<file path="src/source/tile_macros.svh">
// Tile memory network widths, device map and sizing
// Shared by the tile package and every block behind the command port

`ifndef TILE_MACROS_SVH
`define TILE_MACROS_SVH

// Bus widths
`define TILE_PADDR_W 32
`define TILE_DATA_W 64
`define TILE_TAG_W 4
`define TILE_DEV_W 4

// Everything below this address is a local device
`define TILE_DRAM_BASE 32'h8000_0000

// Local device ids in the dev field
`define TILE_DEV_MEM 4'd0
`define TILE_DEV_CLINT 4'd1
`define TILE_DEV_CFG 4'd2

// Storage sizes
`define TILE_MEM_WORDS 256
`define TILE_CFG_REGS 8

// Commands in flight between issue and response
`define TILE_ORDER_DEPTH 4

`endif

</file>
<file path="src/source/tile_pkg.sv">
// Tile memory network types
// Command, response and routed command formats plus the address views

`include "tile_macros.svh"

package tile_pkg;

  typedef enum logic {
    op_read  = 1'b0,
    op_write = 1'b1
  } mem_op_e;

  // Local device view of a physical address
  typedef struct packed {
    logic [7:0]                                  unused;
    logic [`TILE_DEV_W-1:0]                      dev;
    logic [`TILE_PADDR_W-8-`TILE_DEV_W-1:0]      offset;
  } local_addr_t;

  // Same word seen flat or split by device
  typedef union packed {
    logic [`TILE_PADDR_W-1:0] raw;
    local_addr_t              lcl;
  } paddr_u;

  typedef enum logic [1:0] {
    sel_mem   = 2'd0,
    sel_clint = 2'd1,
    sel_cfg   = 2'd2,
    sel_loop  = 2'd3
  } dev_sel_e;

  typedef struct packed {
    mem_op_e                op;
    paddr_u                 addr;
    logic [`TILE_DATA_W-1:0] data;
    logic [`TILE_TAG_W-1:0]  tag;
  } mem_cmd_t;

  typedef struct packed {
    mem_op_e                op;
    logic [`TILE_TAG_W-1:0]  tag;
    logic [`TILE_DATA_W-1:0] data;
  } mem_resp_t;

  typedef struct packed {
    mem_cmd_t cmd;
    dev_sel_e dst;
  } routed_cmd_t;

endpackage

</file>
<file path="src/source/cfg_regs.sv">
// Configuration register file
// Register 0 reports the tile device id, the rest are scratch registers

`include "tile_macros.svh"

module cfg_regs (
  input  logic                clk_i,
  input  logic                arst_n_i,
  input  tile_pkg::mem_cmd_t  cmd_i,
  input  logic                cmd_valid_i,
  output logic                cmd_ready_o,
  output tile_pkg::mem_resp_t resp_o,
  output logic                resp_valid_o,
  input  logic                resp_ready_i,
  input  logic [15:0]         did_i
);

  import tile_pkg::*;

  localparam int IDX_W = $clog2(`TILE_CFG_REGS);

  logic [`TILE_DATA_W-1:0] regs_q [1:`TILE_CFG_REGS-1];
  logic [IDX_W-1:0]        idx;
  logic [`TILE_DATA_W-1:0] rdata;
  logic                    accept;
  logic                    resp_valid_q;
  mem_resp_t               resp_q;

  assign idx         = cmd_i.addr.raw[IDX_W+2:3];
  assign cmd_ready_o = ~resp_valid_q | resp_ready_i;
  assign accept      = cmd_valid_i & cmd_ready_o;

  // Register 0 is the device id and is read only
  assign rdata = (idx == '0) ? {{(`TILE_DATA_W-16){1'b0}}, did_i} : regs_q[idx];

  always_ff @(posedge clk_i or negedge arst_n_i) begin
    if (!arst_n_i) begin
      resp_valid_q <= 1'b0;
      for (int i = 1; i < `TILE_CFG_REGS; i++) begin
        regs_q[i] <= '0;
      end
    end else begin
      if (accept && cmd_i.op == op_write && idx != '0) begin
        regs_q[idx] <= cmd_i.data;
      end
      if (accept) begin
        resp_valid_q <= 1'b1;
      end else if (resp_ready_i) begin
        resp_valid_q <= 1'b0;
      end
    end
  end

  always_ff @(posedge clk_i) begin
    if (accept) begin
      resp_q <= '{op: cmd_i.op, tag: cmd_i.tag,
                  data: (cmd_i.op == op_write) ? '0 : rdata};
    end
  end

  assign resp_o       = resp_q;
  assign resp_valid_o = resp_valid_q;

endmodule

</file>
<file path="config.mk">
export PLATFORM = sky130hd
export DESIGN_NAME = cfg_regs
export DESIGN_NICKNAME = d
export VERILOG_FILES = /design/src/source/tile_pkg.sv /design/src/source/cfg_regs.sv
export VERILOG_INCLUDE_DIRS = /design/src /design/src/source
export SDC_FILE = /design/constraint.sdc
export NUM_CORES = 1
export LEC_CHECK = 0
export ABC_CLOCK_PERIOD_IN_PS = 5330
export BUFFER_PORTS_ARGS = -buffer_cell sky130_fd_sc_hd__buf_2
export CAP_MARGIN = 0
export CORE_ASPECT_RATIO = 1.5
export CORE_MARGIN = 4
export CORE_UTILIZATION = 55
export CTS_CLUSTER_DIAMETER = 60
export DETAILED_ROUTE_END_ITERATION = 12
export PLACE_DENSITY = 0.74
export SYNTH_ARGS = -nofsm -noshare
export SYNTH_HDL_FRONTEND = slang
export SYNTH_SLANG_ARGS = --single-unit
export TNS_END_PERCENT = 5
</file>
<file path="constraint.sdc">
create_clock -name clk_i -period 5.33 [get_ports clk_i]
set_input_delay 0.533 -clock clk_i [delete_from_list [all_inputs] [get_ports clk_i]]
set_output_delay 0.533 -clock clk_i [all_outputs]
set_load 0.005 [all_outputs]
</file>
==> Word-level counts from Yosys, hierarchy flattened <==
Cells that the tools add are included.
{ "totals": {"input_bits": 121, "elab_cells": 34, "output_inout_bits": 71, "register_bits": 518} }
{ "classes": {"bitwise_logic": 4, "n_reduce_logical": 7, "order_cmp": 2, "mux": 9} }
{ "ops": {"columns": ["operator", "n"], "rows": [
  ["bitwise mux 448 bit", 1],
  ["binary-select mux 64 bit (select 3 bit)", 1],
  ["demux 64 bit (select 3 bit)", 1],
  ["2-to-1 mux 64 bit", 3],
  ["2-to-1 mux 16 bit", 1],
  [">= comparator 4 bit, second input constant", 1],
  ["< comparator 4 x 1 -> 1 bit, second input constant", 1],
  ["NOT 3 -> 4 bit", 1],
  ["logical AND 1 bit", 3],
  ["zero test 3 bit", 1],
  ["nonzero test 3 bit", 1],
  ["2-to-1 mux 1 bit", 2],
  ["nonzero test 2 bit", 1],
  ["OR reduction 2 bit", 1],
  ["bitwise AND 1 bit", 1],
  ["NOT 1 bit", 1],
  ["bitwise OR 1 bit", 1]
]} }

==> Depth between registers and ports, before layout <==
{ "depth": {"depth_word": 6, "ltp_mapped": 8, "ltp_nobuf": 4} }

==> Worst setup path before layout <==
Ideal clock, no wire load.
{ "synth_timing": {"path_kind": "input to register", "from": "input resp_ready_i", "to": "register resp_q, in the netlist resp_o[0], enable pin", "stages": 2, "setup_time_ns": 0.435, "n_path_buf": 0, "setup_slack_ns": 2.559, "arrival_time_ns": 2.336, "t_required_ns": 4.895, "cell_sequence": "nand2b_1 and2_1"} }
{ "synth_between": {"elab_chain_cells": 2} }
{ "synth_rtl": {"columns": ["item", "line_no", "source"], "rows": [
  ["start, declared", "cfg_regs.sv:14", "input logic resp_ready_i,"],
  ["bitwise OR 1 bit", "cfg_regs.sv:30", "assign cmd_ready_o = ~resp_valid_q | resp_ready_i;"],
  ["bitwise AND 1 bit", "cfg_regs.sv:31", "assign accept = cmd_valid_i & cmd_ready_o;"],
  ["via accept", "cfg_regs.sv:25", "logic accept;"],
  ["end signal, assigned", "cfg_regs.sv:56", "resp_q <= '{op: cmd_i.op, tag: cmd_i.tag,"],
  ["end, declared", "cfg_regs.sv:27", "mem_resp_t resp_q;"]
]} }
The timed path passes the listed nets, and every way through them passes these cells.
A chain may end at the register's enable or synchronous reset.

==> Worst setup path in the final report <==
{ "layout_timing": {"from": "input cmd_i[71] (netlist name)", "to": "register regs_q[323] (netlist name)"} }
{ "layout_between": {"elab_chain_cells": 6, "elab_cells_between_ends": 9, "classes_between": "order compare: 2; mux: 3; bitwise: 1; reduce/logical: 3"} }
{ "layout_rtl": {"columns": ["item", "line_no", "source"], "rows": [
  ["start, declared", "cfg_regs.sv:9", "input tile_pkg::mem_cmd_t cmd_i,"],
  ["NOT 3 -> 4 bit (not written as such)", "cfg_regs.sv:44", "regs_q[idx] <= cmd_i.data;"],
  [">= comparator 4 bit (not written as such) / < comparator 4 x 1 -> 1 bit (equally long branches)", "cfg_regs.sv:44", null],
  ["logical AND 1 bit (not written as such)", "cfg_regs.sv:44", null],
  ["2-to-1 mux 64 bit (not written as such)", "cfg_regs.sv:44", null],
  ["demux 64 bit (select 3 bit)", "cfg_regs.sv:44", null],
  ["bitwise mux 448 bit", "cfg_regs.sv:44", null],
  ["end signal, assigned by index", "cfg_regs.sv:44", null],
  ["end, declared", "cfg_regs.sv:22", "logic [`TILE_DATA_W-1:0] regs_q [1:`TILE_CFG_REGS-1];"]
]} }
Several ways; a longest one is shown, not always the timed one.

==> flow_metrics.tcl <==
set metrics [dict create \
    status "completed" \
    cp_num_buf_inv 5 \
    rsz0062_at_grt "false" \
    p_leak_nw 11.7 \
    postSynth.asyncResetShare_pct 86.7 \
    yosys_warnings 0 \
    critPathMaxFanout 63 \
    placementRows 91 \
    path_common_cell "buf_4" \
    grt_max_degree 147 \
    grt-ovfl-total 0 \
    wirelength_um 54800 \
    fillCellCount 3068 \
    hpwl_um 30900 \
    via_per_inst 6.10 \
    period_needed_ns 3.08 \
    ioPinCount 192 \
    start_util_pct 55.5 \
    syn_to_final_growth_pct 12.7 \
    synth_ff_type "dfrtp_1" \
    ys_types 41 \
    p_per_area_mw_per_mm2 406 \
    nNetsFinal 1808 \
    start_kind "primary input" \
    worstSetupPathType "primary input to register" \
    fin_skew_ns 0.0128 \
    fmax_mhz 324 \
    cp_cell_sequence "buf_6, inv_2, buf_4, and2_1, buf_4, nand2_4, buf_4, mux2_2" \
    netlist_area_mm2 0.0228 \
    rr_startpoint "resp_valid_o" \
    syn_nets 1684 \
    crit_family "buffers and inverters" \
    die_h_um 257 \
    synth_edf_count 69 \
    cts_buffer_depth 3 \
    grt_pass1_wl_um 86100 \
    final-setup-viol-count 0 \
    dp_slack_ns 1.67 \
    cts_sinks 518 \
    ctsResizeCount 0 \
    multi_input_area_mm2 0.00896 \
    min_path_type "primary input to asynchronous set/reset pin" \
    design.core.area_mm2 0.0411 \
    critPathArrivalTime_ns 3.53 \
    syn_area_per_cell_um2 14.6 \
    netlist_top_cells_area "dfrtp_1 (49%), mux2_2 (18%), edfxtp_1 (9.1%)" \
    cts_inserted_buffers 48 \
    period_share_pct 57.8 \
    slew_headroom_pct 26.3 \
    postCtsSetupBuffers 0 \
    fin_ws_ns 2.25 \
    grt_usage_pct 24.4 \
    synthCells 1563 \
    synth_top_area_share_pct 49.2 \
    drtIter0Drc 961 \
    tightest_slew_ns 1.10 \
    required_ns 5.77 \
    cts_tree "yes" \
    yosys.area.top_type "dfrtp_1" \
    clockRootBuffer "clkbuf_16" \
    cts.clk_slew.worst_paths_ns 0.06 \
    drv_slew 0 \
    synth_seq_cells 518 \
    grt_pass1_vias 14681 \
    num_vias 13952 \
    endpoint_kind "register" \
    regArea_mm2 0.0133 \
    critPathMaxStageDelay_ns 0.54 \
    htree_num_levels 2 \
    antenna_found_initial 11 \
    hold_viol_final 0 \
    routedWlPerCell_um 24.0 \
    drv_cap 0 \
    yosysSeqAreaShare_pct 58.3 \
    dieArea_mm2 0.0449 \
    io_buffers 162 \
    cts_hold_buffers 0 \
    clk_latency_ns 0.57 \
    drive_gt1_share_pct 41.9 \
    drt-pass1-iter-count 5 \
    cp-startpoint "cmd_i[71]" \
    peakVddDrop_mv 0.276 \
    die-width_um 174 \
    fin_setup_tns_ns 0 \
    cp_slowest_cell "nand2_4" \
    gp_congestion 0.767 \
    antenna_left 0 \
    route.detailed.drc 0 \
]
-- routing by layer --
| layer | part of all wire (%) | vias up | track usage (%) |
|---|---|---|---|
| met3 | 4.7 | 104 | 3.47 |
| met5 | 0.086 | - | 0 |
| li1 | - | 6054 | - |
| met2 | 51 | 388 | 41.9 |
| met1 | 41 | 7398 | 32.0 |
| met4 | 2.7 | 8 | 8.34 |
-- report_power, final --
part           leakage (nW)  total (W)  switching, W  internal (W)
registers              6.30    0.00527      0.000415       0.00486
logic                  4.60    0.00159      0.000642      0.000943
clock network         0.803    0.00359       0.00148       0.00211
-- final timing paths --
kind,slack [ns],cells after the start,endpoint
setup / recovery,2.25,8,regs_q[323]
hold / removal,0.08,1,regs_q[75]
setup reg to reg,2.59,5,regs_q[149]
hold reg to reg,0.49,1,regs_q[392]
max in group asynchronous,3.90,2,regs_q[195]
min in group clk_i,0.15,1,resp_o[66]
-- cells in the mapped netlist (all sizes together), types with 16 or more instances --
cell type / n
a21o: 16
a221oi: 31
a22oi: 18
a31oi: 26
a41oi: 18
buf: 85
clkbuf: 32
dfrtp: 449
edfxtp: 69
mux2: 485
mux2i: 40
mux4: 20
nand2: 61
nand3: 28
nor2: 29
nor3: 20
o21ai: 28
o21bai: 16
-- logic make-up after synthesis --
group / count (synthesis) / synth area share, %
AOI/OAI and AO/OA: 197 / 6.32
buffers and inverters: 118 / 2.67
DFF: 518 / 58.3
muxes: 545 / 28.6
and+or+nand+nor: 185 / 4.05
-- flip-flops by register name (all words and copies together), names as in the netlist --
| signal | count |
|---|---|
| resp_o | 69 |
| regs_q | 448 |
| resp_valid_o | 1 |
-- cell usage in the layout (no fill, tap or decap), types with 28 or more instances in the layout --
master     count
dfrtp_1      449
mux2_2       363
buf_2        158
edfxtp_1      69
mux2_1        62
mux2_4        60
nand2_1       57
clkbuf_16     50
mux2i_1       40
a221oi_1      31
o21ai_0       28
-- metrics by stage --
| step | util [%] | cells | instance area [um2] | total power (W) | hold slack [ns] |
|---|---|---|---|---|---|
| 5_1_grt | 62.6 | 2288 | 25700 | 0.0109 | 0.127 |
| 6_report | 62.6 | 2289 | 25700 | 0.0105 | 0.0770 |
| 3_3_place_gp | 58.6 | 2195 | 24100 | 0.00679 | 0.469 |
| 4_1_cts | 62.5 | 2282 | 25700 | 0.0105 | 0.120 |
| 3_5_place_dp | 58.6 | 2195 | 24100 | 0.00692 | 0.476 |
| 2_1_floorplan | - | 1563 | 22800 | 0.00640 | 0.237 |
-- cell type report --
class | count | share of cell area (%)
Sequential cell | 518 | 51.7
Multi-Input combinational cell | 927 | 34.8
Clock inverter | 22 | 1.11
Clock buffer | 65 | 5.24
Inverter | 1 | 0.0146
Timing Repair Buffer | 191 | 4.28
Antenna cell | 7 | 0.0681
Tap cell | 558 | 2.71
Power figures use the tool's default switching activity.
