--- config.mk ---
export PLATFORM = sky130hd
export DESIGN_NAME = dev_xbar
export DESIGN_NICKNAME = d
export VERILOG_FILES = /design/src/source/tile_pkg.sv /design/src/source/dev_xbar.sv
export VERILOG_INCLUDE_DIRS = /design/src /design/src/source
export SDC_FILE = /design/constraint.sdc
export NUM_CORES = 1
export LEC_CHECK = 0
export BUFFER_PORTS_ARGS = -buffer_cell sky130_fd_sc_hd__buf_2
export CAP_MARGIN = 20
export CORE_AREA = 2 2 191 193
export CTS_CLUSTER_DIAMETER = 120
export DETAILED_ROUTE_END_ITERATION = 12
export DIE_AREA = 0 0 193 195
export PLACE_DENSITY = 0.34
export SYNTH_ARGS = -nofsm -noshare
export SYNTH_HDL_FRONTEND = slang
export SYNTH_SLANG_ARGS = --single-unit
--- constraint.sdc ---
create_clock -name clk_i -period 4.7 [get_ports clk_i]
set_clock_uncertainty 0.2 [all_clocks]
set_input_delay 0.235 -clock clk_i [delete_from_list [all_inputs] [get_ports clk_i]]
set_output_delay 0.235 -clock clk_i [all_outputs]
set_load 0.1 [all_outputs]
--- src/source/tile_macros.svh ---
// Tile memory network widths, device map and sizing
// Shared by the tile package and every block behind the command port

`ifndef TILE_MACROS_SVH
`define TILE_MACROS_SVH

// Bus widths
`define TILE_PADDR_W 32
`define TILE_DATA_W 64
`define TILE_TAG_W 4
`define TILE_DEV_W 4

// Everything below this address is a local device
`define TILE_DRAM_BASE 32'h8000_0000

// Local device ids in the dev field
`define TILE_DEV_MEM 4'd0
`define TILE_DEV_CLINT 4'd1
`define TILE_DEV_CFG 4'd2

// Storage sizes
`define TILE_MEM_WORDS 256
`define TILE_CFG_REGS 8

// Commands in flight between issue and response
`define TILE_ORDER_DEPTH 4

`endif

--- src/source/tile_pkg.sv ---
// Tile memory network types
// Command, response and routed command formats plus the address views

`include "tile_macros.svh"

package tile_pkg;

  typedef enum logic {
    op_read  = 1'b0,
    op_write = 1'b1
  } mem_op_e;

  // Local device view of a physical address
  typedef struct packed {
    logic [7:0]                                  unused;
    logic [`TILE_DEV_W-1:0]                      dev;
    logic [`TILE_PADDR_W-8-`TILE_DEV_W-1:0]      offset;
  } local_addr_t;

  // Same word seen flat or split by device
  typedef union packed {
    logic [`TILE_PADDR_W-1:0] raw;
    local_addr_t              lcl;
  } paddr_u;

  typedef enum logic [1:0] {
    sel_mem   = 2'd0,
    sel_clint = 2'd1,
    sel_cfg   = 2'd2,
    sel_loop  = 2'd3
  } dev_sel_e;

  typedef struct packed {
    mem_op_e                op;
    paddr_u                 addr;
    logic [`TILE_DATA_W-1:0] data;
    logic [`TILE_TAG_W-1:0]  tag;
  } mem_cmd_t;

  typedef struct packed {
    mem_op_e                op;
    logic [`TILE_TAG_W-1:0]  tag;
    logic [`TILE_DATA_W-1:0] data;
  } mem_resp_t;

  typedef struct packed {
    mem_cmd_t cmd;
    dev_sel_e dst;
  } routed_cmd_t;

endpackage

--- src/source/dev_xbar.sv ---
// Device crossbar
// Issues routed commands to devices, keeps issue order in a small queue,
// answers loopback commands and returns responses in order

`include "tile_macros.svh"

module dev_xbar (
  input  logic                  clk_i,
  input  logic                  arst_n_i,
  input  tile_pkg::routed_cmd_t routed_i,
  input  logic                  routed_valid_i,
  output logic                  routed_ready_o,
  output tile_pkg::mem_cmd_t    dev_cmd_o,
  output logic                  mem_valid_o,
  input  logic                  mem_ready_i,
  input  tile_pkg::mem_resp_t   mem_resp_i,
  input  logic                  mem_resp_valid_i,
  output logic                  mem_resp_ready_o,
  output logic                  cfg_valid_o,
  input  logic                  cfg_ready_i,
  input  tile_pkg::mem_resp_t   cfg_resp_i,
  input  logic                  cfg_resp_valid_i,
  output logic                  cfg_resp_ready_o,
  output logic                  clint_valid_o,
  input  logic                  clint_ready_i,
  input  tile_pkg::mem_resp_t   clint_resp_i,
  input  logic                  clint_resp_valid_i,
  output logic                  clint_resp_ready_o,
  output tile_pkg::mem_resp_t   resp_o,
  output logic                  resp_valid_o,
  input  logic                  resp_ready_i
);

  import tile_pkg::*;

  localparam int DEPTH = `TILE_ORDER_DEPTH;
  localparam int PTR_W = $clog2(DEPTH);

  dev_sel_e               order_q [DEPTH];
  logic [PTR_W-1:0]       wr_ptr_q, rd_ptr_q;
  logic [PTR_W:0]         count_q;
  logic                   full, push, pop;
  logic                   loop_valid_q, loop_ready, loop_take;
  mem_op_e                loop_op_q;
  logic [`TILE_TAG_W-1:0] loop_tag_q;
  logic [3:0]             dev_ready, dev_issue, dev_resp_v, resp_rdy, resp_take;
  logic [3:0]             queued;
  mem_resp_t              dev_resp [4];
  dev_sel_e               head_sel;
  logic                   head_vld;

  assign full = (count_q == DEPTH[PTR_W:0]);

  // Indexed by dev_sel_e
  assign dev_ready = {loop_ready, cfg_ready_i, clint_ready_i, mem_ready_i};
  assign dev_issue = {4{routed_valid_i & ~full}} & (4'b0001 << routed_i.dst);

  assign dev_cmd_o     = routed_i.cmd;
  assign mem_valid_o   = dev_issue[sel_mem];
  assign clint_valid_o = dev_issue[sel_clint];
  assign cfg_valid_o   = dev_issue[sel_cfg];

  assign routed_ready_o = ~full & dev_ready[routed_i.dst];
  assign push           = routed_valid_i & routed_ready_o;

  // Head of the order queue picks the response source
  assign head_sel = order_q[rd_ptr_q];
  assign head_vld = (count_q != '0);

  assign dev_resp_v = {loop_valid_q, cfg_resp_valid_i, clint_resp_valid_i, mem_resp_valid_i};

  always_comb begin
    dev_resp[sel_mem]   = mem_resp_i;
    dev_resp[sel_clint] = clint_resp_i;
    dev_resp[sel_cfg]   = cfg_resp_i;
    dev_resp[sel_loop]  = '{op: loop_op_q, tag: loop_tag_q, data: '0};
  end

  assign resp_o       = dev_resp[head_sel];
  assign resp_valid_o = head_vld & dev_resp_v[head_sel];
  assign pop          = resp_valid_o & resp_ready_i;

  assign resp_rdy  = {4{resp_ready_i & head_vld}} & (4'b0001 << head_sel);
  assign resp_take = resp_rdy & dev_resp_v;

  assign mem_resp_ready_o   = resp_rdy[sel_mem];
  assign clint_resp_ready_o = resp_rdy[sel_clint];
  assign cfg_resp_ready_o   = resp_rdy[sel_cfg];

  // One-entry loopback slot
  assign loop_take  = resp_take[sel_loop];
  assign loop_ready = ~loop_valid_q | loop_take;

  // Devices that still own an entry in the order queue
  always_comb begin
    queued = '0;
    for (int i = 0; i < DEPTH; i++) begin
      if (i < int'(count_q)) begin
        queued[order_q[PTR_W'(rd_ptr_q + i)]] = 1'b1;
      end
    end
  end

  always_ff @(posedge clk_i or negedge arst_n_i) begin
    if (!arst_n_i) begin
      wr_ptr_q     <= '0;
      rd_ptr_q     <= '0;
      count_q      <= '0;
      loop_valid_q <= 1'b0;
    end else begin
      if (push) begin
        wr_ptr_q <= wr_ptr_q + 1'b1;
      end
      if (pop) begin
        rd_ptr_q <= rd_ptr_q + 1'b1;
      end
      count_q <= count_q + {{PTR_W{1'b0}}, push} - {{PTR_W{1'b0}}, pop};
      if (push && routed_i.dst == sel_loop) begin
        loop_valid_q <= 1'b1;
      end else if (loop_take) begin
        loop_valid_q <= 1'b0;
      end
    end
  end

  always_ff @(posedge clk_i) begin
    if (push) begin
      order_q[wr_ptr_q] <= routed_i.dst;
    end
    if (push && routed_i.dst == sel_loop) begin
      loop_op_q  <= routed_i.cmd.op;
      loop_tag_q <= routed_i.cmd.tag;
    end
  end

  assert property (@(posedge clk_i) disable iff (!arst_n_i)
    count_q <= DEPTH[PTR_W:0])
    else $error("dev_xbar: order queue overflow");

  // Every pending device response still has its entry in the order queue
  assert property (@(posedge clk_i) disable iff (!arst_n_i)
    (dev_resp_v & ~queued) == 4'b0000)
    else $error("dev_xbar: response outside issue order");

endmodule

Yosys cells after proc, flatten, opt, wreduce, memory -nomap -nowiden
Memories as Yosys holds them, arrays and structs flattened.
Cells that the tools add are included.
{"block": "totals", "reg_bits": 13, "ramBits": 8, "in_bits": 320, "output_inout_bits": 178, "mem_count": 1}
{"block": "classes", "add_sub_neg": 4, "magnitude_cmp": 3, "eq_ne": 2, "shifts": 2, "mux": 11, "n_bitwise": 13, "reduce_logical": 3}
{"memory": "order_q", "depth": 4, "width": 2, "read_ports": 1, "rd_clocked_by_memory_dff": 0, "wr": 1, "line": "dev_xbar.sv:39", "rtl": "dev_sel_e order_q [DEPTH];"}
{"op": "binary-select mux 69 bit (select 2 bit)", "n": 1}
{"op": "2-to-1 mux 69 bit", "n": 2}
{"op": "bitwise AND 4 bit", "n": 2}
{"op": "bitwise AND 1 bit", "n": 6}
{"op": "less-than comparator 2 x 3 -> 1 bit (second input constant)", "n": 2}
{"op": "2-to-1 mux 1 bit", "n": 6}
{"op": "adder 2 x 1 -> 2 bit (second input constant)", "n": 2}
{"op": "binary-select mux 1 bit (select 2 bit)", "n": 2}
{"op": "left shift 1 x 2 -> 4 bit (first input constant)", "n": 1}
{"op": "adder 3 x 1 -> 3 bit", "n": 1}
{"op": "bitwise AND 3 bit", "n": 1}
{"op": "equality test 3 bit (second input constant)", "n": 1}
{"op": ">= comparator 3 bit (second input constant)", "n": 1}
{"op": "inverter 2 -> 3 bit", "n": 1}
{"op": "nonzero test 3 bit", "n": 1}
{"op": "left shift 1 x 2 -> 3 bit (first input constant)", "n": 1}
{"op": "subtractor 3 x 1 -> 3 bit", "n": 1}
{"op": "equality test 2 bit (second input constant)", "n": 1}
{"op": "inverter 1 bit", "n": 2}
{"op": "nonzero test 2 bit", "n": 1}
{"op": "logical AND 1 bit", "n": 1}
{"op": "OR 1 bit", "n": 1}

Depth between registers and ports, before layout
{"block": "depth", "depth_word": 11, "depth_mapped": 12, "depth_no_buf": 10}

Worst setup path before layout
No wires, ideal clock.
{"block": "synth_path", "path_kind": "flip-flop to output port", "startpoint": "reg rd_ptr_q[0]", "endpoint": "out resp_o[16] (netlist bit)", "arrival_ps": 3679, "required_ps": 4265, "setup_slack_ps": 586, "path_stages_with_launch": 8, "path_buffers": 4, "path_cell_list": "dfrtp_1 buf_6 mux4_2 buf_6 buf_4 buf_4 mux2i_1 o21ai_0"}
{"item": "from (decl)", "line": "dev_xbar.sv:40", "rtl": "logic [PTR_W-1:0] wr_ptr_q, rd_ptr_q;"}
{"item": "from (signal assigned)", "line": "dev_xbar.sv:115", "rtl": "rd_ptr_q <= rd_ptr_q + 1'b1;"}
{"item": "to (decl)", "line": "dev_xbar.sv:29", "rtl": "output tile_pkg::mem_resp_t resp_o,"}

==> impl_metrics.ini <==
[status]
status = finished clean

[die]
pin_count = 498
rows = 69
start_util_pct = 9.512
dieArea_um2 = 37640
die_y_um = 195
core_area_um2 = 35400
die_w_um = 193

[routing]
first_pass_iters = 4
routedWlPerCell_um = 15.04
totalWireLength_um = 15930
drc = 0
vias_per_cell = 3.353
num_vias = 3551
drt-initial-drc-count = 123
drtAntennaViolNets = 0

[critical_path]
startpoint_type = flop
arrival_ns = 3.31
crit_type = flop to primary output
crit_fanout = 40
crit_path_end_kind = primary output
reg2reg_depth = 10
critPathRequiredTime_ns = 4.26

[cts]
cts_buffer_depth = 2
h-tree-depth = 1
clock_latency_ns = 0.25
cts_tree = yes
cts_sinks = 21
cts_root_buffer = clkbuf_16
numCtsBuffers = 3
cts.clk_slew.worst_paths_ns = 0.06
cts.repair.resized = 0
cts_setup_buffers = 0

[final_layout]
n_fill_cell = 4119
area.growth.synth_to_final_pct = 40.25
n_antenna_cell = 0
multiInputGateArea_um2 = 1819
final_cell_mix = buf_2 (305), nand2_1 (68), mux2i_1 (67), o21ai_0 (55), edfxtp_1 (13)
finish.utilization_pct = 13.34
drive_gt1_share_pct = 54.85
final_common_cell = buf_2
seq_area_um2 = 590.6
final_nets = 926

[yosys]
synth-edff-count = 13
yosysSeqAreaShare_pct = 17.54
ys.warnings.count = 0
syn_area_um2 = 3367
syn-instance-count = 404
synth-seq-cells = 21
async_flop_share_pct = 38.10
ys_types = 34
synth-main-ff-cell = edfxtp_1
syn_avg_cell_area_um2 = 8.334
syn-num-nets = 731

[grt]
grt_overflow = 0
antenna_found_initial = 0
first_global_vias = 3443
grt_usage_pct = 7.352
grt_pass1_wl_um = 20720
grt_max_degree = 68

[timing]
tightest_slew_ns = 0.9222
slew_headroom_pct = 38.15
timing.fmax_mhz = 266.9
rsz0062_at_grt = no
hold_viol = 0
post-route-period-util_pct = 79.72
fin_crit_ns = 3.747
setup_viol = 0
hold_ws_ns = 0.1012
fin_tns_setup_ns = 0
drv_slew = 0

[placed_design]
gp_congestion = 0.7979
hpwl_um = 13350
portBuffers = 305

[hold_path]
hold_depth = 1
hp-class = primary input to flop

[job]
drv_cap = 0
[worst max-delay path, stage by stage, from the launching register on]
cell and delay, ns:
dfrtp_1 0.47, mux4_4 0.60, buf_4 0.45, buf_4 0.63, mux2i_1 0.14, o21ai_0 0.22, buf_2 0.47
[per-layer routing]
layer,wire (um),track usage [%]
met5,32,0.3979
met4,272,1.599
met3,2191,3.091
met2,8042,13.87
met1,5390,7.390
[metrics by stage]
stage          cell area (um2)  instances  setup WS (ns)
6_report                  4722       1059         0.9533
3_3_place_gp              4582       1049          1.133
2_1_floorplan             3367        404         0.5856
4_1_cts                   4722       1059         0.8437
3_5_place_dp              4582       1049          1.125
5_1_grt                   4722       1059         0.6844
[cells by family after synthesis]
kind of cell / count (synthesis) / synth area share (%)
xor+xnor: 4 / 1.040
flops: 21 / 17.54
mux: 80 / 27.28
compound gates: 75 / 11.85
buf+inv: 132 / 28.73
fa+ha+maj: 7 / 2.824
simple gates: 85 / 10.74
[path summary, 6_finish.rpt]
kind / start / endpoint / slack, ns
setup / recovery: rd_ptr_q[0] / resp_o[36] / 0.95
hold / removal: routed_i[0] / order_q[2][0] / 0.10
setup reg to reg: rd_ptr_q[0] / count_q[2] / 1.21
hold reg to reg: wr_ptr_q[0] / wr_ptr_q[0] / 0.34
max in group asynchronous: arst_n_i / loop_valid_q / 3.94
min in group asynchronous: arst_n_i / wr_ptr_q[0] / 0.17
[timing repair]
action | 4_1_cts | 5_1_grt
hold buffers | 6 | 0
endpoints found under the hold margin | 13 | 0
endpoints found under the setup margin | 0 | 0
[cell usage after synthesis (all sizes together) (2+ instances only)]
master	count	area (um2)
buf	118	914.6
nand2	68	255.2
mux2i	67	670.6
o21ai	65	325.3
edfxtp	13	390.4
mux4	9	202.7
dfrtp	8	200.2
clkbuf	7	26.28
inv	7	26.28
and3	6	37.54
ha	6	75.07
mux2	4	45.04
xnor2	4	35.03
a21oi	3	15.01
nor3	3	15.01
nand3	2	15.01
o31a	2	17.52
[cell type report]
class,instances,share of cell area [%]
Timing Repair Buffer,315,34.50
Sequential cell,21,12.51
Inverter,7,0.5564
Clock inverter,1,0.1060
Multi-Input combinational cell,251,38.53
Tap cell,461,12.22
Clock buffer,3,1.590
[flip-flops by register name, indices dropped and copies added (netlist names)]
register,flops
loop_tag_q,4
wr_ptr_q,2
loop_valid_q,1
rd_ptr_q,2
order_q,8
count_q,3
loop_op_q,1
Power is not shown: default switching activity piles up to over one toggle a cycle in this logic, so the estimate is an artifact.
