## config.mk

```make
export PLATFORM = sky130hd
export DESIGN_NAME = clint_slice
export DESIGN_NICKNAME = d
export VERILOG_FILES = /design/src/source/tile_pkg.sv /design/src/source/clint_slice.sv
export VERILOG_INCLUDE_DIRS = /design/src /design/src/source
export SDC_FILE = /design/constraint.sdc
export NUM_CORES = 1
export LEC_CHECK = 0
export ABC_AREA = 1
export BUFFER_PORTS_ARGS = -buffer_cell sky130_fd_sc_hd__buf_2
export CAP_MARGIN = 0
export CORE_ASPECT_RATIO = 1.1
export CORE_MARGIN = 2
export CORE_UTILIZATION = 58
export DETAILED_ROUTE_END_ITERATION = 16
export HOLD_SLACK_MARGIN = 0.1
export MAX_ROUTING_LAYER = met4
export PLACE_DENSITY = 0.86
export SLEW_MARGIN = 20
export SYNTH_ARGS = -nofsm -noshare
export SYNTH_HDL_FRONTEND = slang
export SYNTH_SLANG_ARGS = --single-unit
```

## constraint.sdc

```tcl
create_clock -name clk_i -period 4 [get_ports clk_i]
set_clock_uncertainty 0.15 [all_clocks]
set_input_delay 1.2 -clock clk_i [delete_from_list [all_inputs] [get_ports clk_i]]
set_output_delay 1.2 -clock clk_i [all_outputs]
set_load 0.005 [all_outputs]
```

## src/source/tile_macros.svh

```systemverilog
// Tile memory network widths, device map and sizing
// Shared by the tile package and every block behind the command port

`ifndef TILE_MACROS_SVH
`define TILE_MACROS_SVH

// Bus widths
`define TILE_PADDR_W 32
`define TILE_DATA_W 64
`define TILE_TAG_W 4
`define TILE_DEV_W 4

// Everything below this address is a local device
`define TILE_DRAM_BASE 32'h8000_0000

// Local device ids in the dev field
`define TILE_DEV_MEM 4'd0
`define TILE_DEV_CLINT 4'd1
`define TILE_DEV_CFG 4'd2

// Storage sizes
`define TILE_MEM_WORDS 256
`define TILE_CFG_REGS 8

// Commands in flight between issue and response
`define TILE_ORDER_DEPTH 4

`endif

```

## src/source/tile_pkg.sv

```systemverilog
// Tile memory network types
// Command, response and routed command formats plus the address views

`include "tile_macros.svh"

package tile_pkg;

  typedef enum logic {
    op_read  = 1'b0,
    op_write = 1'b1
  } mem_op_e;

  // Local device view of a physical address
  typedef struct packed {
    logic [7:0]                                  unused;
    logic [`TILE_DEV_W-1:0]                      dev;
    logic [`TILE_PADDR_W-8-`TILE_DEV_W-1:0]      offset;
  } local_addr_t;

  // Same word seen flat or split by device
  typedef union packed {
    logic [`TILE_PADDR_W-1:0] raw;
    local_addr_t              lcl;
  } paddr_u;

  typedef enum logic [1:0] {
    sel_mem   = 2'd0,
    sel_clint = 2'd1,
    sel_cfg   = 2'd2,
    sel_loop  = 2'd3
  } dev_sel_e;

  typedef struct packed {
    mem_op_e                op;
    paddr_u                 addr;
    logic [`TILE_DATA_W-1:0] data;
    logic [`TILE_TAG_W-1:0]  tag;
  } mem_cmd_t;

  typedef struct packed {
    mem_op_e                op;
    logic [`TILE_TAG_W-1:0]  tag;
    logic [`TILE_DATA_W-1:0] data;
  } mem_resp_t;

  typedef struct packed {
    mem_cmd_t cmd;
    dev_sel_e dst;
  } routed_cmd_t;

endpackage

```

## src/source/clint_slice.sv

```systemverilog
// Timer and interrupt block
// Free-running mtime, mtimecmp and msip with timer and software interrupts

`include "tile_macros.svh"

module clint_slice (
  input  logic                clk_i,
  input  logic                arst_n_i,
  input  tile_pkg::mem_cmd_t  cmd_i,
  input  logic                cmd_valid_i,
  output logic                cmd_ready_o,
  output tile_pkg::mem_resp_t resp_o,
  output logic                resp_valid_o,
  input  logic                resp_ready_i,
  output logic                timer_irq_o,
  output logic                software_irq_o
);

  import tile_pkg::*;

  localparam logic [19:0] OFF_MSIP     = 20'h0_0000;
  localparam logic [19:0] OFF_MTIMECMP = 20'h0_4000;
  localparam logic [19:0] OFF_MTIME    = 20'h0_bff8;

  logic [`TILE_DATA_W-1:0] mtime_q, mtimecmp_q, rdata;
  logic                    msip_q, timer_irq_q;
  logic                    accept, wr;
  logic                    resp_valid_q;
  mem_resp_t               resp_q;

  assign cmd_ready_o = ~resp_valid_q | resp_ready_i;
  assign accept      = cmd_valid_i & cmd_ready_o;
  assign wr          = accept & (cmd_i.op == op_write);

  always_comb begin
    case (cmd_i.addr.lcl.offset)
      OFF_MSIP:     rdata = {{(`TILE_DATA_W-1){1'b0}}, msip_q};
      OFF_MTIMECMP: rdata = mtimecmp_q;
      OFF_MTIME:    rdata = mtime_q;
      default:      rdata = '0;
    endcase
  end

  always_ff @(posedge clk_i or negedge arst_n_i) begin
    if (!arst_n_i) begin
      mtime_q      <= '0;
      mtimecmp_q   <= '1;
      msip_q       <= 1'b0;
      timer_irq_q  <= 1'b0;
      resp_valid_q <= 1'b0;
    end else begin
      mtime_q     <= mtime_q + 1'b1;
      timer_irq_q <= (mtime_q >= mtimecmp_q);
      if (wr && cmd_i.addr.lcl.offset == OFF_MSIP) begin
        msip_q <= cmd_i.data[0];
      end
      if (wr && cmd_i.addr.lcl.offset == OFF_MTIMECMP) begin
        mtimecmp_q <= cmd_i.data;
      end
      if (accept) begin
        resp_valid_q <= 1'b1;
      end else if (resp_ready_i) begin
        resp_valid_q <= 1'b0;
      end
    end
  end

  always_ff @(posedge clk_i) begin
    if (accept) begin
      resp_q <= '{op: cmd_i.op, tag: cmd_i.tag, data: wr ? '0 : rdata};
    end
  end

  assign resp_o         = resp_q;
  assign resp_valid_o   = resp_valid_q;
  assign timer_irq_o    = timer_irq_q;
  assign software_irq_o = msip_q;

endmodule

```

Word-level counts from Yosys, hierarchy flattened
Cells that the tools add are included.

word-level totals
  register bits after elaboration = 200
  input port bits = 105
  output and inout bits = 73
  logic and storage cells = 23

operators by class
  add/subtract/negate cells = 1
  $lt $le $gt $ge = 1
  equal/unequal tests = 2
  multiplexer cells = 3
  bitwise gates (word level) = 4
  reduce and logical (&&, ||, !) cells = 4

operators by type and width
  cell                     count
  $pmux W64 S3             1
  $add A64 B1 Y64 const B  1
  $ge A64 B64 Y1           1
  $eq A20 B15 Y1 const B   1
  $eq A20 B16 Y1 const B   1
  $logic_not A20 Y1        1
  $and A1 B1 Y1            2
  $logic_and A1 B1 Y1      2
  $mux W1                  2
  $reduce_bool A2 Y1       1
  $not A1 Y1               1
  $or A1 B1 Y1             1

Longest topological paths before layout
Gate-level depths: netlist (run 1).

  word-level depth = 5
  mapped depth = 15
  mapped depth without buffers = 15

Least setup slack after synthesis (run 1)
Ideal clock, no wire load.

  path type = input -> register
  from = input port resp_ready_i
  to = register mtimecmp_q[18]
  data arrival time = 3.600 ns
  data required time = 3.763 ns
  setup slack = 0.162 ns
  cell stages on the path = 11
  buffers on the path = 2
  cells stage by stage = inv_1 > nand2_1 > nand2_1 > inv_1 > nand2_1 > inv_1 > nand4_1 > buf_2 > buf_1 > nand2_1 > o21ai_0

between the ends
  word-level cells in the longest chain between the ends = 4

RTL lines
  what                  RTL line           RTL
  from (decl)           clint_slice.sv:14  input logic resp_ready_i,
  $or A1 B1 Y1          clint_slice.sv:31  assign cmd_ready_o = ~resp_valid_q | resp_ready_i;
  via cmd_ready_o       clint_slice.sv:11  output logic cmd_ready_o,
  $and A1 B1 Y1         clint_slice.sv:32  assign accept = cmd_valid_i & cmd_ready_o;
  via accept            clint_slice.sv:27  logic accept, wr;
  $and A1 B1 Y1         clint_slice.sv:33  assign wr = accept & (cmd_i.op == op_write);
  $logic_and A1 B1 Y1   clint_slice.sv:57  if (wr && cmd_i.addr.lcl.offset == OFF_MTIMECMP) begin
  to (signal assigned)  clint_slice.sv:58  mtimecmp_q <= cmd_i.data;
  to (decl)             clint_slice.sv:25  logic [`TILE_DATA_W-1:0] mtime_q, mtimecmp_q, rdata;

The timed path passes the listed nets, and every way through them passes these cells.
A chain may end at the register's enable or synchronous reset.

Final worst setup path (run 1)
  from = input port resp_ready_i
  to = output port cmd_ready_o

between the ends
  word-level cells in the longest chain between the ends = 1

RTL lines
  what          RTL line
  $or A1 B1 Y1  clint_slice.sv:31
  to (decl)     clint_slice.sv:11

Every way passes these cells.

==> flow_summary.toml, run 1 <==
[outcome]
outcome = "finished clean"

[worst_setup_path]
slowest_delay_ns = 0.13
worstPathArrival_ns = 1.53
crit_path_top_delay_cell = "buf_2"
cp_common_cell = "buf_2"
crit_chain = "buf_2 > inv_1 > nand2_1 > buf_2"
end_kind = "primary output"
startpoint_type = "input pin"
cp.required_ns = 2.65
path_max_fanout = 3
reg2reg_depth = 10
path_class = "input pin to primary output"

[pwr]
p_leak_uw = 0.00550
ir_worst_vdd_mv = 0.276
finalPower_uw = 3960
power_density_nw_per_um2 = 310

[die]
start_util = 0.588
die_y_um = 150
pin_count = 178
rows = 53
dieWidth_um = 136
core_sq_um = 19000
die_area_sq_um = 20400

[route]
postRouteAntennaNets = 0
routed_wirelength_mm = 27.4
via_per_inst = 5.29
dr.first_iter.drc_count = 620
drt-pass1-iter-count = 5
wl_per_cell_um = 15.5
drc = 0
vias = 9348

[sta]
rsz0062_at_grt = "no"
hold_viol = 0
fin_crit_sh = 0.719
tns_ns = 0
fin_ws_ns = 1.12
slew_violations = 0
fmax_ghz = 0.348
worst_pin_slew_ns = 0.729
max-slew-margin-rel = 0.514
fin_crit_ns = 2.88
report.final.setup_viol = 0

[logic_synthesis]
yosysWarnings = 0
synth-seq-cells = 200
yosysMostFrequentCell = "nand2_1"
synth_fa_ha_area_frac = 0.0727
synth_ff_type = "edfxtp_1"
synthCells = 1348
synth_nets = 1518
synth.top_cells.by_count = "nand2_1, nor2_1, inv_1"
synth_edf_count = 69
synthTopCellsByArea = "edfxtp_1, dfstp_2, dfrtp_1, nand2_1, nor2_1"
syn_area_sq_um = 11200
seq_area_frac_synth = 0.485
synth_top_family_by_area = "simple AND/OR/NAND/NOR gates"
ys_types = 37
yosysTopAreaCell = "edfxtp_1"
synth_compound_area_frac = 0.0782
yosys.area_share.simple = 0.234
synthMuxAreaShare = 0
synthXorXnorAreaFrac = 0.0423
avgSynthCellArea_sq_um = 8.30
synthArstFlopShare = 0.655
yosysTopAreaCellShare = 0.185

[place]
pre_cts_ws_ns = 0.912
portBuffers = 165
dp_hpwl_mm = 20.5
gp_congestion = 0.991

[clocking]
post-cts-setup-buffers = 0
root_buffer = "clkbuf_16"
cts_num_sinks = 200
post_cts_resized = 0
insertion_delay_ns = 0.44
cts_buffer_depth = 2
cts_tree = "yes"
htreeDepth = 4
cts_made_buffers = 17
postCtsHoldBufs = 0
clkSlewWorstSetupHoldPaths_ns = 0.07

[cells_and_area]
multi_input_area_sq_um = 4790
seq_area_sq_um = 5430
final_nets = 1676
area_growth_pct = 14.3
num-fill-cells = 1514
diodes = 0
final_layout_size_suffix_gt1_frac = 0.194

[global_route]
use_met2 = 0.487
grt_max_degree = 129
grt_remaining_overflow = 0
antenna_found_initial = 0
use_met3 = 0.0430
grt_busiest_layer = "met2"
gr-usage-met1 = 0.356
grt_use_total = 0.288
grt_pass1_vias = 9204
grt_pass1_wl_mm = 44.3

[min_path]
min_path_type = "flip-flop to flip-flop"
hold_path_depth = 2

[run]
drv_cap = 0
## area by class of cell
cell class	count	share of cell area
multi-input cells	905	0.374
repair buffers	172	0.0728
clock buffers	21	0.0344
clock inverters	11	0.00793
flip-flops and latches	200	0.425
inverters	210	0.0616
well taps	247	0.0242
## power by group
part / switching (uW) / internal (uW)
Sequential: 9.65 / 2160
Combinational: 95.4 / 68.3
Clock: 766 / 859
Total: 871 / 3090
## per-layer routing
layer  part of all wire  vias up  wire (um)
li1                   -     4627          -
met1               0.44     4435      12000
met2               0.50      242      13600
met3              0.043       44       1170
met4              0.022        0        601
met5                  0        -          0
## registers in the layout, indices dropped and copies added (netlist names)
name and cells:
mtime_q 64, mtimecmp_q 64, resp_o 69, resp_valid_o 1, software_irq_o 1, timer_irq_o 1
## cells in the final DEF (no fill, tap or decap), types with 2 or more instances in the layout
cell / n
nand2_1: 255
nor2_1: 226
inv_1: 205
buf_2: 164
a21oi_1: 91
o21ai_0: 75
edfxtp_1: 69
dfrtp_1: 67
ha_1: 65
dfstp_2: 64
nand3_1: 48
xor2_1: 35
nor3_1: 31
nand4_1: 20
xnor2_1: 19
clkbuf_16: 17
nor2_2: 6
inv_2: 5
nor2_4: 5
nor3_2: 4
nand2_2: 4
clkbuf_1: 4
buf_4: 4
buf_12: 4
nor4_1: 3
nand3b_1: 3
and3_1: 3
clkinvlp_4: 3
clkinv_4: 3
a21o_1: 2
o21a_1: 2
clkinv_2: 2
## logic make-up after synthesis
logic type                 Yosys count
and+or+nand+nor                    614
adders and majority gates           65
buffers and inverters              243
xor gates and xnor gates            54
DFF                                200
AOI/OAI and AO/OA                  172
## critical path: cells and delay by family
family        cells  cell delay [ns]
buf+inv           3             0.26
simple gates      1             0.06
## stage by stage
stage | hold WS (ns) | instances | util | cell area (sq um)
after floorplan | 0.317 | 1348 | - | 11200
after global routing | 0.363 | 1766 | 0.672 | 12800
after detailed placement | 0.334 | 1734 | 0.643 | 12200
final | 0.341 | 1766 | 0.672 | 12800
after CTS | 0.345 | 1766 | 0.672 | 12800
after global placement | 0.328 | 1734 | 0.643 | 12200
## path summary, 6_finish.rpt
| check | startpoint | endpoint | slack (ns) |
|---|---|---|---|
| max in group asynchronous | arst_n_i | mtimecmp_q[43] | 2.19 |
| setup reg to reg | mtimecmp_q[63] | timer_irq_o | 1.74 |
| hold reg to reg | mtimecmp_q[4] | mtimecmp_q[4] | 0.34 |
| min in group asynchronous | arst_n_i | mtime_q[15] | 0.62 |
| setup / recovery | resp_ready_i | cmd_ready_o | 1.12 |
| hold / removal | mtimecmp_q[4] | mtimecmp_q[4] | 0.34 |
(Power assumes the default switching activity.)
==> run 2, diff against run 1 <==
--- a/config.mk
+++ b/config.mk
@@ -11,11 +11,11 @@
 export CAP_MARGIN = 0
 export CORE_ASPECT_RATIO = 1.1
 export CORE_MARGIN = 2
-export CORE_UTILIZATION = 58
+export CORE_UTILIZATION = 52
 export DETAILED_ROUTE_END_ITERATION = 16
 export HOLD_SLACK_MARGIN = 0.1
 export MAX_ROUTING_LAYER = met4
-export PLACE_DENSITY = 0.86
+export PLACE_DENSITY = 0.82
 export SLEW_MARGIN = 20
 export SYNTH_ARGS = -nofsm -noshare
 export SYNTH_HDL_FRONTEND = slang
==> constraint.sdc (replaced) <==
create_clock -name clk_i -period 2.43 [get_ports clk_i]
set_clock_uncertainty 0.15 [all_clocks]
set_input_delay 0.729 -clock clk_i [delete_from_list [all_inputs] [get_ports clk_i]]
set_output_delay 0.729 -clock clk_i [all_outputs]
set_load 0.005 [all_outputs]
==> flow_summary.toml, run 2 (synthesized netlist as in run 1, its figures left out) <==
[outcome]
outcome = "finished clean"

[worst_setup_path]
end_kind = "flip-flop"
worstPathArrival_ns = 2.47
path_max_fanout = 3
cp.required_ns = 2.65
path_class = "flip-flop to flip-flop"
startpoint_type = "flip-flop"
startpoint = "mtimecmp_q[63]"
r2r-start = "mtimecmp_q[63]"

[pwr]
combPwrFrac = 0.043
p_int_uw = 5090
power_density_nw_per_um2 = 499
switching_share = 0.223
p_sw_uw = 1460
ir_worst_vdd_mv = 0.379
clkPwrFrac = 0.411
p_leak_uw = 0.00564
seqPwrFrac = 0.545
finalPower_uw = 6550

[clocking]
htreeDepth = 4
cts_tree = "yes"
insertion_delay_ns = 0.44
post_cts_resized = 0
post-cts-setup-buffers = 0
root_buffer = "clkbuf_16"
cts_buffer_depth = 2
cts_num_sinks = 200
clkSlewWorstSetupHoldPaths_ns = 0.07
postCtsHoldBufs = 0
cts_made_buffers = 17

[die]
start_util = 0.527
rows = 56
die_y_um = 158
dieWidth_um = 144
pin_count = 178
die_area_sq_um = 22700
core_sq_um = 21200

[sta]
report.final.setup_viol = 0
fin_ws_ns = 0.177
rsz0062_at_grt = "no"
tns_ns = 0
slew_violations = 0
hold_viol = 0
max-slew-margin-rel = 0.653
fin_crit_ns = 2.25
fmax_ghz = 0.444
fin_crit_sh = 0.927
worst_pin_slew_ns = 0.516

[place]
portBuffers = 165
gp_congestion = 0.981
placed_cells = 1801
pre_cts_ws_ns = 0.0629
dp_hpwl_mm = 21.3

[route]
postRouteAntennaNets = 0
wl_per_cell_um = 14.9
drc = 0
via_per_inst = 5.03
routed_wirelength_mm = 27.3
dr.first_iter.drc_count = 745
vias = 9228
drt-pass1-iter-count = 5

[cells_and_area]
fin_cells = 1833
layout_common_cells = "nand2_1, nor2_1, inv_1"
final_nets = 1700
fin_util = 0.618
area_growth_pct = 17.2
largest_reg_flops = 69
mostFrequentLayoutCell = "nand2_1"
final_layout_size_suffix_gt1_frac = 0.209
diodes = 0
num-fill-cells = 1901

[global_route]
antenna_found_initial = 0
grt_pass1_wl_mm = 44.3
grt_pass1_vias = 9027
grt_use_total = 0.258
grt_remaining_overflow = 0
grt_max_degree = 74

[min_path]
min_path_type = "input pin to async pin"

[run]
drv_cap = 0
-- run 2: cell types whose count changed in the layout (fill, tap and decap cells not counted), sizes merged --
cell,delta
clkinvlp,+1
buf,+24
clkbuf,-1
-- run 2: power by group through the flow --
stage	registers, uW	logic [uW]	clock network, uW
2_1_floorplan	3650	64.7	0
3_3_place_gp	3640	285	0
3_5_place_dp	3640	291	0
4_1_cts	3570	292	2730
5_1_grt	3580	323	2870
6_report	3570	283	2690
-- run 2: worst max-delay path: stages (launching register included) --
cell and delay [ns]:
dfstp_2 0.53, inv_1 0.05, ha_1 0.28, nand2_1 0.08
nor2_1 0.22, nand2_1 0.12, nor3_1 0.39, nand3_1 0.14
nand2_1 0.08, nor2_1 0.04, nand2_1 0.09
-- run 2: metrics by stage --
stage	hold slack [ns]	area, sq um
2_1_floorplan	0.283	11300
3_3_place_gp	0.302	12600
3_5_place_dp	0.305	12600
4_1_cts	0.155	13100
5_1_grt	0.177	13100
6_report	0.155	13100
-- run 2: worst paths after layout --
kind	end	slack, ns	cells past startpoint
setup / recovery	timer_irq_o	0.18	10
hold / removal	mtime_q[3]	0.15	2
setup reg to reg	timer_irq_o	0.18	10
hold reg to reg	mtimecmp_q[10]	0.31	2
max in group asynchronous	mtimecmp_q[42]	1.59	2
min in group clk_i	resp_o[66]	0.31	1
-- run 2: layout make-up --
cell class / instances / area (sq um) / area share
tap: 290 / 363 / 0.0277
timing repair buffer: 196 / 1170 / 0.0895
clock inverter: 12 / 103 / 0.00783
sequential: 200 / 5430 / 0.414
multi-input combinational: 905 / 4800 / 0.366
clock buffer: 20 / 437 / 0.0333
inverter: 210 / 805 / 0.0614
-- run 2: metal layers --
layer	up-vias	global-route usage	wire [um]
met5	-	-	0
met4	0	0.0644	320
met3	24	0.0296	1160
met2	208	0.444	13700
met1	4339	0.326	12100
li1	4657	-	-
==> run 3, diff against run 2 <==
--- a/config.mk
+++ b/config.mk
@@ -12,6 +12,7 @@
 export CORE_ASPECT_RATIO = 1.1
 export CORE_MARGIN = 2
 export CORE_UTILIZATION = 52
+export CTS_BUF_LIST = sky130_fd_sc_hd__clkbuf_16
 export DETAILED_ROUTE_END_ITERATION = 16
 export HOLD_SLACK_MARGIN = 0.1
 export MAX_ROUTING_LAYER = met4
==> flow_summary.toml, run 3 (synthesized netlist as in run 1, its figures left out) <==
[cells_and_area]
largest_reg_flops = 69
final_nets = 1700
mostFrequentLayoutCell = "nand2_1"
area_growth_pct = 17.2
fin_util = 0.618
layout_common_cells = "nand2_1, nor2_1, inv_1"
num-fill-cells = 1901
final_layout_size_suffix_gt1_frac = 0.209
final_area_sq_um = 13100
fin_cells = 1833
diodes = 0

[global_route]
grt_use_total = 0.258
grt_pass1_wl_mm = 44.3
grt_max_degree = 74
grt_remaining_overflow = 0
grt_pass1_vias = 9027
antenna_found_initial = 0

[route]
routed_wirelength_mm = 27.3
drt-pass1-iter-count = 5
dr.first_iter.drc_count = 747
wl_per_cell_um = 14.9
via_per_inst = 5.04
drc = 0
vias = 9247
postRouteAntennaNets = 0

[die]
die_y_um = 158
pin_count = 178
start_util = 0.527
dieWidth_um = 144
rows = 56
die_area_sq_um = 22700
core_sq_um = 21200

[sta]
fmax_ghz = 0.442
hold_viol = 0
slew_violations = 0
hold-worst-slack_ns = 0.155
fin_crit_ns = 2.26
max-slew-margin-rel = 0.653
report.final.setup_viol = 0
fin_ws_ns = 0.166
fin_crit_sh = 0.932
rsz0062_at_grt = "no"
worst_pin_slew_ns = 0.516

[place]
portBuffers = 165
dp_hpwl_mm = 21.3
pre_cts_ws_ns = 0.0629
gp_congestion = 0.981
placed_cells = 1801
placed_cell_area_sq_um = 12600

[worst_setup_path]
end_kind = "flip-flop"
slowest_delay_ns = 0.54
crit_path_top_delay_cell = "dfstp_2"
worstPathArrival_ns = 2.48
crit_buf_inv = 1
startpoint_type = "flip-flop"
cp_common_cell = "nand2_1"
cp.required_ns = 2.65
startpoint = "mtimecmp_q[63]"
path_max_fanout = 3
path_delay_family = "simple AND/OR/NAND/NOR gates"
crit_chain = "inv_1 > ha_1 > nand2_1 > nor2_1 > nand2_1 > nor3_1 > nand3_1 > nand2_1 > nor2_1 > nand2_1"
path_class = "flip-flop to flip-flop"
r2r-start = "mtimecmp_q[63]"

[pwr]
p_leak_uw = 0.00565
power_density_nw_per_um2 = 499
ir_worst_vdd_mv = 0.380

[clocking]
post-cts-setup-buffers = 0
cts_made_buffers = 17
cts_buffer_depth = 2
root_buffer = "clkbuf_16"
postCtsHoldBufs = 0
post_cts_resized = 0
htreeDepth = 4
clkSlewWorstSetupHoldPaths_ns = 0.07
cts_num_sinks = 200
cts_tree = "yes"
insertion_delay_ns = 0.44

[min_path]
min_path_type = "input pin to async pin"

[run]
drv_cap = 0

[outcome]
outcome = "finished clean"
## run 3: changes by cell type in the layout (fill, tap and decap cells not counted), sizes merged
cell    delta
clkbuf     -3
inv        +3
## run 3: final cells by class
class                   count  area [sq um]  area share
clock inverters            15           114     0.00868
multi-input cells         905          4800       0.366
repair buffers            196          1170      0.0895
flip-flops and latches    200          5430       0.414
well taps                 290           363      0.0277
inverters                 210           805      0.0614
clock buffers              17           425      0.0324
## run 3: worst paths after layout
check                                  to  slack (ns)  depth (start not counted)
setup / recovery              timer_irq_o        0.17                         10
hold / removal                 mtime_q[3]        0.15                          2
setup reg to reg              timer_irq_o        0.17                         10
hold reg to reg            mtimecmp_q[10]        0.31                          2
max in group asynchronous  mtimecmp_q[42]        1.59                          2
min in group clk_i             resp_o[66]        0.31                          1
## run 3: stage by stage
step / setup TNS, ns / total power (uW)
finish: 0 / 6540
global route: 0 / 6760
CTS: 0 / 6580
detailed placement: 0 / 3930
global placement: 0 / 3920
floorplan: -49.02 / 3710
## run 3: power breakdown
part	switching, uW	internal [uW]	total [uW]
Sequential	15.6	3560	3570
Clock	1280	1400	2680
Combinational	164	119	283
## run 3: layer usage
layer	wire length, um	up-vias	GRT usage
met5	0	-	-
met4	337	0	0.0644
met3	1180	27	0.0296
met2	13700	228	0.444
met1	12100	4335	0.326
li1	-	4657	-
